--- src/cache_pkg.sv ---
package cache_pkg;

    // Only the low 64 KB of the address space selects data
    localparam int ADDR_BITS = 16;

    // 8-byte blocks
    localparam int OFFSET_BITS = 3;

    // Tag plus set index, everything above the byte offset
    localparam int BLOCK_ADDR_BITS = ADDR_BITS - OFFSET_BITS;

    // One cache block with several views of the same 64 bits
    typedef union packed {
        logic [63:0]      double;  // Whole block
        logic [1:0][31:0] words;   // Word 1 is the upper half
        logic [3:0][15:0] halves;
        logic [7:0][7:0]  bytes;   // Byte 0 at the lowest address
    } cache_block_t;

endpackage

--- src/mem_bus_pkg.sv ---
package mem_bus_pkg;

    // Processor word width
    localparam int XLEN = 32;

    // Bus command encoding
    typedef enum logic [1:0] {
        BUS_NONE  = 2'b00,
        BUS_LOAD  = 2'b01,
        BUS_STORE = 2'b10  // Encoding only, cache never stores
    } bus_command_t;

    // Transaction tag, zero means no response
    typedef logic [3:0] mem_tag_t;

endpackage

--- src/bit_plru.sv ---
`timescale 1ns/1ns

module bit_plru #(
    parameter int NUM_SETS = 2,
    parameter int NUM_WAYS = 8,
    localparam int SET_BITS = $clog2(NUM_SETS),
    localparam int WAY_BITS = $clog2(NUM_WAYS)
) (
    input  logic                clock,
    input  logic                reset,
    input  logic [SET_BITS-1:0] set_index,
    input  logic                touch_en,
    input  logic [WAY_BITS-1:0] touch_way,
    input  logic [NUM_WAYS-1:0] way_valid,   // Valid bits of the addressed set
    output logic [WAY_BITS-1:0] replace_way
);

    logic [NUM_SETS-1:0][NUM_WAYS-1:0] status_bits;  // One MRU bit per way
    logic [NUM_WAYS-1:0]               touched_bits; // Next value of the addressed set
    logic                              any_invalid;

    // Set the touched way, wrap to just that way once every bit is set
    always_comb begin
        touched_bits = status_bits[set_index];
        touched_bits[touch_way] = 1'b1;
        if (&touched_bits) begin
            touched_bits = '0;
            touched_bits[touch_way] = 1'b1;
        end
    end

    always_ff @(posedge clock) begin
        if (reset) begin
            status_bits <= '0;
        end else if (touch_en) begin
            status_bits[set_index] <= touched_bits;
        end
    end

    assign any_invalid = ~&way_valid;

    // Lowest empty way first, else lowest way not recently used
    always_comb begin
        replace_way = '0;
        for (int i = NUM_WAYS - 1; i >= 0; i--) begin
            if (any_invalid ? !way_valid[i] : !status_bits[set_index][i]) begin
                replace_way = WAY_BITS'(i);  // Downward scan keeps the lowest
            end
        end
    end

endmodule

--- src/dcache.sv ---
`timescale 1ns/1ns

module dcache #(
    parameter int NUM_SETS       = 2,
    parameter int NUM_WAYS       = 8,
    parameter int VICTIM_ENTRIES = 2
) (
    input  logic                         clock,
    input  logic                         reset,

    // Processor side, address is a level
    input  logic [mem_bus_pkg::XLEN-1:0]  proc2Dcache_addr,
    output logic [mem_bus_pkg::XLEN-1:0]  Dcache2proc_data,
    output logic                         Dcache2proc_valid,

    // Memory side
    output mem_bus_pkg::bus_command_t    Dcache2mem_command,
    output logic [mem_bus_pkg::XLEN-1:0]  Dcache2mem_addr,
    input  mem_bus_pkg::mem_tag_t        mem2Dcache_response,
    input  logic [63:0]                  mem2Dcache_data,
    input  mem_bus_pkg::mem_tag_t        mem2Dcache_tag
);
    import cache_pkg::*;

    logic [BLOCK_ADDR_BITS-1:0] proc_block_addr;

    // Main arrays
    logic                       ways_hit;
    cache_block_t               ways_block;
    logic                       write_en;
    logic [BLOCK_ADDR_BITS-1:0] write_addr;
    cache_block_t               write_block;
    logic                       evict_valid;
    logic [BLOCK_ADDR_BITS-1:0] evict_addr;
    cache_block_t               evict_block;

    // Victim cache
    logic [BLOCK_ADDR_BITS-1:0] vc_lookup_addr;
    logic                       vc_hit;
    cache_block_t               vc_block;

    // Miss path
    logic                       miss_start;
    logic                       miss_busy;
    logic                       fill_en;
    logic [BLOCK_ADDR_BITS-1:0] fill_addr;
    cache_block_t               fill_block;

    // Swap state
    logic                       swap_q;       // Swap cycle in progress
    logic [BLOCK_ADDR_BITS-1:0] swap_addr_q;  // Block moving back from the victim cache
    logic                       swap_start;
    logic                       can_start;

    assign proc_block_addr = proc2Dcache_addr[ADDR_BITS-1:OFFSET_BITS];  // Upper bits ignored

    // New work only when nothing else touches the arrays
    assign can_start  = !swap_q && !miss_busy;
    assign swap_start = can_start && !ways_hit && vc_hit;
    assign miss_start = can_start && !ways_hit && !vc_hit;

    always_ff @(posedge clock) begin
        if (reset) begin
            swap_q <= 1'b0;
        end else begin
            swap_q <= swap_start;  // One cycle only
        end
    end

    always_ff @(posedge clock) begin
        if (swap_start) swap_addr_q <= proc_block_addr;
    end

    // Swap and fill never overlap since a swap needs the miss path idle
    assign write_en    = swap_q | fill_en;
    assign write_addr  = swap_q ? swap_addr_q : fill_addr;
    assign write_block = swap_q ? vc_block : fill_block;

    // Keep looking at the swapped block through the swap cycle
    assign vc_lookup_addr = swap_q ? swap_addr_q : proc_block_addr;

    dcache_ways #(
        .NUM_SETS (NUM_SETS),
        .NUM_WAYS (NUM_WAYS)
    ) u_dcache_ways (
        .clock       (clock),
        .reset       (reset),
        .lookup_addr (proc_block_addr),
        .hit         (ways_hit),
        .hit_block   (ways_block),
        .write_en    (write_en),
        .write_addr  (write_addr),
        .write_block (write_block),
        .evict_valid (evict_valid),
        .evict_addr  (evict_addr),
        .evict_block (evict_block)
    );

    // Displaced block takes the freed victim slot on a swap
    victim_cache #(
        .VICTIM_ENTRIES (VICTIM_ENTRIES)
    ) u_victim_cache (
        .clock        (clock),
        .reset        (reset),
        .lookup_addr  (vc_lookup_addr),
        .hit          (vc_hit),
        .hit_block    (vc_block),
        .remove_en    (swap_q),
        .insert_en    (write_en && evict_valid),
        .insert_addr  (evict_addr),
        .insert_block (evict_block)
    );

    miss_handler u_miss_handler (
        .clock               (clock),
        .reset               (reset),
        .start               (miss_start),
        .block_addr          (proc_block_addr),
        .busy                (miss_busy),
        .fill_en             (fill_en),
        .fill_addr           (fill_addr),
        .fill_block          (fill_block),
        .Dcache2mem_command  (Dcache2mem_command),
        .Dcache2mem_addr     (Dcache2mem_addr),
        .mem2Dcache_response (mem2Dcache_response),
        .mem2Dcache_data     (mem2Dcache_data),
        .mem2Dcache_tag      (mem2Dcache_tag)
    );

    // Array hits only, swaps and fills show up as a hit one cycle later
    assign Dcache2proc_valid = ways_hit;
    assign Dcache2proc_data  = ways_block.words[proc2Dcache_addr[OFFSET_BITS-1]];  // Bit 2 picks word

endmodule

--- src/dcache_ways.sv ---
`timescale 1ns/1ns

module dcache_ways #(
    parameter int NUM_SETS = 2,
    parameter int NUM_WAYS = 8,
    localparam int SET_BITS = $clog2(NUM_SETS),
    localparam int WAY_BITS = $clog2(NUM_WAYS),
    localparam int TAG_BITS = cache_pkg::BLOCK_ADDR_BITS - SET_BITS
) (
    input  logic                                 clock,
    input  logic                                 reset,
    input  logic [cache_pkg::BLOCK_ADDR_BITS-1:0] lookup_addr,
    output logic                                 hit,
    output cache_pkg::cache_block_t              hit_block,
    input  logic                                 write_en,
    input  logic [cache_pkg::BLOCK_ADDR_BITS-1:0] write_addr,
    input  cache_pkg::cache_block_t              write_block,
    output logic                                 evict_valid,
    output logic [cache_pkg::BLOCK_ADDR_BITS-1:0] evict_addr,
    output cache_pkg::cache_block_t              evict_block
);
    import cache_pkg::*;

    logic [TAG_BITS-1:0]               tags [NUM_SETS][NUM_WAYS];
    cache_block_t                      data [NUM_SETS][NUM_WAYS];
    logic [NUM_SETS-1:0][NUM_WAYS-1:0] valids;

    logic [SET_BITS-1:0] lookup_set, write_set, plru_set;
    logic [TAG_BITS-1:0] lookup_tag, write_tag;
    logic [WAY_BITS-1:0] hit_way, touch_way, replace_way;

    // Block address is {tag, set}
    assign lookup_set = lookup_addr[SET_BITS-1:0];
    assign lookup_tag = lookup_addr[BLOCK_ADDR_BITS-1:SET_BITS];
    assign write_set  = write_addr[SET_BITS-1:0];
    assign write_tag  = write_addr[BLOCK_ADDR_BITS-1:SET_BITS];

    // Compare every way of the looked-up set
    always_comb begin
        hit     = 1'b0;
        hit_way = '0;
        for (int w = 0; w < NUM_WAYS; w++) begin
            if (valids[lookup_set][w] && tags[lookup_set][w] == lookup_tag) begin
                hit     = 1'b1;
                hit_way = WAY_BITS'(w);
            end
        end
    end

    assign hit_block = data[lookup_set][hit_way];

    // PLRU follows the lookup set only on a plain hit
    assign plru_set  = (hit && !write_en) ? lookup_set : write_set;
    assign touch_way = write_en ? replace_way : hit_way;

    bit_plru #(
        .NUM_SETS (NUM_SETS),
        .NUM_WAYS (NUM_WAYS)
    ) u_bit_plru (
        .clock       (clock),
        .reset       (reset),
        .set_index   (plru_set),
        .touch_en    (hit | write_en),
        .touch_way   (touch_way),
        .way_valid   (valids[plru_set]),
        .replace_way (replace_way)
    );

    // Current occupant of the victim way, visible before the write edge
    assign evict_valid = valids[write_set][replace_way];
    assign evict_addr  = {tags[write_set][replace_way], write_set};
    assign evict_block = data[write_set][replace_way];

    always_ff @(posedge clock) begin
        if (reset) begin
            valids <= '0;
        end else if (write_en) begin
            valids[write_set][replace_way] <= 1'b1;
        end
    end

    always_ff @(posedge clock) begin
        if (write_en) begin
            tags[write_set][replace_way] <= write_tag;
            data[write_set][replace_way] <= write_block;  // Fill or swapped-in block
        end
    end

endmodule

--- src/miss_handler.sv ---
`timescale 1ns/1ns

module miss_handler (
    input  logic                                 clock,
    input  logic                                 reset,
    input  logic                                 start,
    input  logic [cache_pkg::BLOCK_ADDR_BITS-1:0] block_addr,
    output logic                                 busy,
    output logic                                 fill_en,
    output logic [cache_pkg::BLOCK_ADDR_BITS-1:0] fill_addr,
    output cache_pkg::cache_block_t              fill_block,
    output mem_bus_pkg::bus_command_t            Dcache2mem_command,
    output logic [mem_bus_pkg::XLEN-1:0]          Dcache2mem_addr,
    input  mem_bus_pkg::mem_tag_t                mem2Dcache_response,
    input  logic [63:0]                          mem2Dcache_data,
    input  mem_bus_pkg::mem_tag_t                mem2Dcache_tag
);
    import cache_pkg::*;
    import mem_bus_pkg::*;

    typedef enum logic [1:0] {
        MISS_IDLE,
        MISS_REQ,   // BUS_LOAD on the bus until a nonzero response
        MISS_WAIT   // Accepted, waiting for our tag
    } miss_state_t;

    miss_state_t                state;
    logic [BLOCK_ADDR_BITS-1:0] addr_q;  // Block being fetched
    mem_tag_t                   tag_q;   // Tag handed out by memory

    always_ff @(posedge clock) begin
        if (reset) begin
            state <= MISS_IDLE;
        end else begin
            case (state)
                MISS_IDLE: if (start) state <= MISS_REQ;
                MISS_REQ:  if (mem2Dcache_response != '0) state <= MISS_WAIT;
                MISS_WAIT: if (fill_en) state <= MISS_IDLE;
                default:   state <= MISS_IDLE;
            endcase
        end
    end

    always_ff @(posedge clock) begin
        if (state == MISS_IDLE && start) addr_q <= block_addr;
        if (state == MISS_REQ) tag_q <= mem2Dcache_response;  // Only kept once accepted
    end

    assign busy = (state != MISS_IDLE);

    // Request held steady under back-pressure
    assign Dcache2mem_command = (state == MISS_REQ) ? BUS_LOAD : BUS_NONE;
    assign Dcache2mem_addr    = (state == MISS_REQ)
                              ? {{(XLEN - ADDR_BITS){1'b0}}, addr_q, {OFFSET_BITS{1'b0}}}
                              : '0;

    // Recorded tag is nonzero so a match is a real response
    assign fill_en    = (state == MISS_WAIT) && (mem2Dcache_tag == tag_q);
    assign fill_addr  = addr_q;
    assign fill_block = mem2Dcache_data;

endmodule

--- src/victim_cache.sv ---
`timescale 1ns/1ns

module victim_cache #(
    parameter int VICTIM_ENTRIES = 2,
    localparam int ENTRY_BITS = $clog2(VICTIM_ENTRIES)
) (
    input  logic                                 clock,
    input  logic                                 reset,
    input  logic [cache_pkg::BLOCK_ADDR_BITS-1:0] lookup_addr,
    output logic                                 hit,
    output cache_pkg::cache_block_t              hit_block,
    input  logic                                 remove_en,
    input  logic                                 insert_en,
    input  logic [cache_pkg::BLOCK_ADDR_BITS-1:0] insert_addr,
    input  cache_pkg::cache_block_t              insert_block
);
    import cache_pkg::*;

    logic [BLOCK_ADDR_BITS-1:0] entry_addr  [VICTIM_ENTRIES];
    cache_block_t               entry_block [VICTIM_ENTRIES];
    logic [VICTIM_ENTRIES-1:0]  entry_valid;

    logic [ENTRY_BITS-1:0] fifo_ptr;    // Oldest entry
    logic [ENTRY_BITS-1:0] hit_idx;
    logic [ENTRY_BITS-1:0] free_idx;
    logic [ENTRY_BITS-1:0] insert_idx;
    logic                  any_free;
    logic                  removing;

    // Fully associative lookup and lowest free entry
    always_comb begin
        hit      = 1'b0;
        hit_idx  = '0;
        any_free = 1'b0;
        free_idx = '0;
        for (int i = VICTIM_ENTRIES - 1; i >= 0; i--) begin
            if (entry_valid[i] && entry_addr[i] == lookup_addr) begin
                hit     = 1'b1;
                hit_idx = ENTRY_BITS'(i);
            end
            if (!entry_valid[i]) begin
                any_free = 1'b1;
                free_idx = ENTRY_BITS'(i);
            end
        end
    end

    assign hit_block = entry_block[hit_idx];
    assign removing  = remove_en && hit;

    // Freed slot first, then an empty one, then the oldest
    assign insert_idx = removing ? hit_idx : (any_free ? free_idx : fifo_ptr);

    always_ff @(posedge clock) begin
        if (reset) begin
            entry_valid <= '0;
            fifo_ptr    <= '0;
        end else begin
            if (removing) begin
                entry_valid[hit_idx] <= 1'b0;
            end
            if (insert_en) begin
                entry_valid[insert_idx] <= 1'b1;  // Wins over the removal above
            end
            if (insert_en && !removing && !any_free) begin  // Oldest overwritten
                fifo_ptr <= (fifo_ptr == ENTRY_BITS'(VICTIM_ENTRIES - 1)) ? '0
                                                                          : fifo_ptr + 1'b1;
            end
        end
    end

    always_ff @(posedge clock) begin
        if (insert_en) begin
            entry_addr[insert_idx]  <= insert_addr;
            entry_block[insert_idx] <= insert_block;
        end
    end

endmodule
--- config.mk ---
export PLATFORM = sky130hd
export DESIGN_NAME = dcache
export DESIGN_NICKNAME = d
export VERILOG_FILES = /design/src/cache_pkg.sv /design/src/mem_bus_pkg.sv /design/src/bit_plru.sv /design/src/dcache.sv /design/src/dcache_ways.sv /design/src/miss_handler.sv /design/src/victim_cache.sv
export SDC_FILE = /design/constraint.sdc
export NUM_CORES = 2
export LEC_CHECK = 0
export BUFFER_PORTS_ARGS = -buffer_cell sky130_fd_sc_hd__buf_2
export CORE_MARGIN = 3
export CORE_UTILIZATION = 30
export DETAILED_ROUTE_END_ITERATION = 10
export HOLD_SLACK_MARGIN = 0.06
export PLACE_DENSITY = 0.44
export SYNTH_ARGS = -nofsm -noshare
export SYNTH_HDL_FRONTEND = slang
export SYNTH_HIERARCHICAL = 1
export SYNTH_SLANG_ARGS = --single-unit
--- constraint.sdc ---
create_clock -name clock -period 14.3 [get_ports clock]
set_clock_uncertainty 0.15 [all_clocks]
set_input_delay 2.86 -clock clock [delete_from_list [all_inputs] [get_ports clock]]
set_output_delay 2.86 -clock clock [all_outputs]
set_load 0.1 [all_outputs]
==> reports/qor.yml <==
logic_synthesis:
  synth_fa_ha_area_frac: 0
  synth_compound_area_frac: 0.0526
  synth-seq-cells: 1438
  synth_top_cell_area_share: 0.596
  ys_warn_count: 6
  synth_top_family_by_area: "multiplexers"
  synth-xor-area-share: 0.0152
  synth-simple-area-share: 0.0485
  synth_edf_count: 1400
  synth.avg_cell_area_um2: 16.0
  ys_top_cells_by_count: "edfxtp_1, mux2i_1, mux4_2"
  synth_area_leaders: "edfxtp_1, mux4_2, mux2i_1"
  syn_inst: 4401
  muxShareOfSynthArea: 0.241
  synth_seq_area_share: 0.607
  yosysMostFrequentCell: "edfxtp_1"
  yosysUniqueCellTypes: 74
  async_flop_share: 0
  mappedNetlistArea_um2: 70500
  yosysTopAreaCell: "edfxtp_1"
  synthFlopType: "edfxtp_1"
critical_path:
  end_kind: "output port"
  worstPathMaxFanout: 65
  worstSetupPathType: "in2out"
  worstPathArrival_ns: 8.97
  cp-start-kind: "primary input"
  crit_required_ns: 11.29
cts:
  cts_tree: "yes"
  clock_sinks: 1438
  post_cts_buffers: 0
  cts_resized: 0
  clockBufferDepth: 3
  clk_latency_ns: 0.81
  clk_pin_slew_ns: 0.05
  clock-root-buffer: "clkbuf_16"
  cts-htree-levels: 4
  ctsHoldBuffers: 0
  cts_made_buffers: 167
detailed_routing:
  routed_wl_mm: 232
  routed-via-count: 41480
  drtIter0Drc: 3527
  postRouteAntennaNets: 0
  drc_errors: 0
  drt-vias-per-instance: 5.42
  routedWlPerCell_um: 30.3
  firstDrtPassIters: 6
sta:
  final-setup-viol-count: 0
  slew_headroom: 0.216
  layout_min_cycle_time_ns: 11.98
  totalNegativeSetupSlack_ns: 0
  maxSlewViolCount: 0
  finalHoldViolCount: 0
  rsz0062_at_grt: "no"
  fin_ws_ns: 2.32
  whs_ns: 0.365
  max_slew.worst_pin.slew_ns: 1.18
  period_share: 0.837
  fmax_ghz: 0.0835
run:
  cap_violations: 0
global_route:
  grt_max_degree: 114
  grt_pass1_vias: 41885
  grt_antenna_before_repair: 20
  grt_usage: 0.189
  grt-ovfl-total: 0
  grt_pass1_wl_mm: 327
floorplan:
  chipHeight_um: 491
  die-area_um2: 241000
  coreArea_um2: 233000
  num_rows: 177
  initial_utilization: 0.302
  ios: 173
  dieWidth_um: 491
status:
  status: "completed"
power_and_ir_drop:
  powerDensity_nw_per_um2: 132
  peakVddDrop_uv: 91.9
  leakage_nw: 25.9
placement:
  port_buffers: 134
  hpwl_mm: 124
  post-place-ws_ns: 2.08
  post_dp_cell_area_um2: 74300
  gp_congestion: 0.757
final_layout:
  fin_area_um2: 79500
  drive_above_1_share: 0.254
  final_net_count: 4486
  area_growth_pct: 12.8
  postLayoutCoreUtil: 0.341
min_path:
  worstHoldPathType: "reg2reg"
[final timing paths]
| path | start | to | slack (ns) | depth (start not counted) |
|---|---|---|---|---|
| worst max-delay path | proc2Dcache_addr[3] | Dcache2proc_data[15] | 2.32 | 14 |
| worst min-delay path | u_dcache_ways/u_bit_plru/status_bits[10] | u_dcache_ways/u_bit_plru/status_bits[10] | 0.37 | 2 |
| worst max register to register | u_dcache_ways/tags[1][39] | u_victim_cache/entry_block[0][31] | 5.69 | 19 |
| worst min register to register | u_dcache_ways/u_bit_plru/status_bits[10] | u_dcache_ways/u_bit_plru/status_bits[10] | 0.37 | 2 |
[power by group]
group / internal [mW] / switching, mW
combinational: 0.676 / 0.927
sequential: 4.76 / 0.0159
clock: 2.42 / 1.73
[flip-flops by register name, indices dropped and copies added (netlist names)]
name and flops:
u_victim_cache/fifo_ptr 1, u_miss_handler/fill_addr 13, u_victim_cache/entry_addr 26, u_dcache_ways/data 1024, u_dcache_ways/valids 16, u_miss_handler/tag_q 4
swap_q 1, u_victim_cache/entry_block 128, u_victim_cache/entry_valid 2, u_miss_handler/state 2, u_dcache_ways/u_bit_plru/status_bits 16, swap_addr_q 13
u_dcache_ways/tags 192
[per-layer routing]
metal	vias up	track usage	routed length, um
met1	22224	0.263	105000
li1	17816	-	-
met2	1141	0.311	111000
met5	-	0	17
met4	2	0.0502	5740
met3	297	0.0240	10400
[placed cells by master, fill, tap and decap left out, types with 8 or more instances in the layout]
master     instances
edfxtp_1        1400
mux2i_1          479
mux4_2           385
mux2_2           206
a21oi_1          199
nor3_1           198
clkbuf_16        174
nand2b_1         135
buf_2            133
o2111ai_1        130
a31oi_1          129
xnor2_1          114
buf_4             89
mux2_1            80
nor4_1            74
nor2_1            65
clkbuf_1          45
inv_1             41
nand2_1           37
dfxtp_1           37
clkinv_1          33
o21ai_0           32
buf_12            27
clkinv_2          23
conb_1            20
mux2_4            20
a311oi_1          19
nand4_1           16
nor2_4            15
diode_2           12
and2_1            12
nand3_1           12
bufinv_16         11
o211ai_1          11
xor2_1             8
[cell type report]
cell class,instances,area [um2]
Sequential cell,1438,42800
Fill cell,22152,154000
Clock buffer,220,4540
Timing Repair Buffer,250,1890
Multi-Input combinational cell,2482,25500
Tap cell,3132,3920
Inverter,41,154
Antenna cell,12,30.0
Clock inverter,78,687
[critical path, stage by stage]
cell,delay (ns)
buf_8,0.46
buf_4,0.54
mux2i_1,0.24
nor2_1,0.05
a2111oi_0,0.84
and4_1,0.45
a211o_4,0.62
buf_4,0.66
o2111ai_1,0.22
mux2i_1,0.19
nor3_1,0.09
a31oi_1,0.78
mux2_2,0.30
buf_2,0.49
[stage by stage]
step	power [mW]	cells
floorplan	6.10	4420
global placement	6.50	7343
detailed placement	6.50	7343
CTS	10.7	7641
global route	10.9	7643
finish	10.5	7653
[cells by family (layout without fill, tap and decap cells)]
kind of cell,count (synthesis),in the layout
AO/OA/AOI/OAI,557,557
flip-flops,1438,1438
other,1,32
multiplexers,1171,1171
XOR/XNOR,122,122
buffers and inverters,500,589
AND/OR/NAND/NOR,612,612
(Power assumes the default switching activity.)
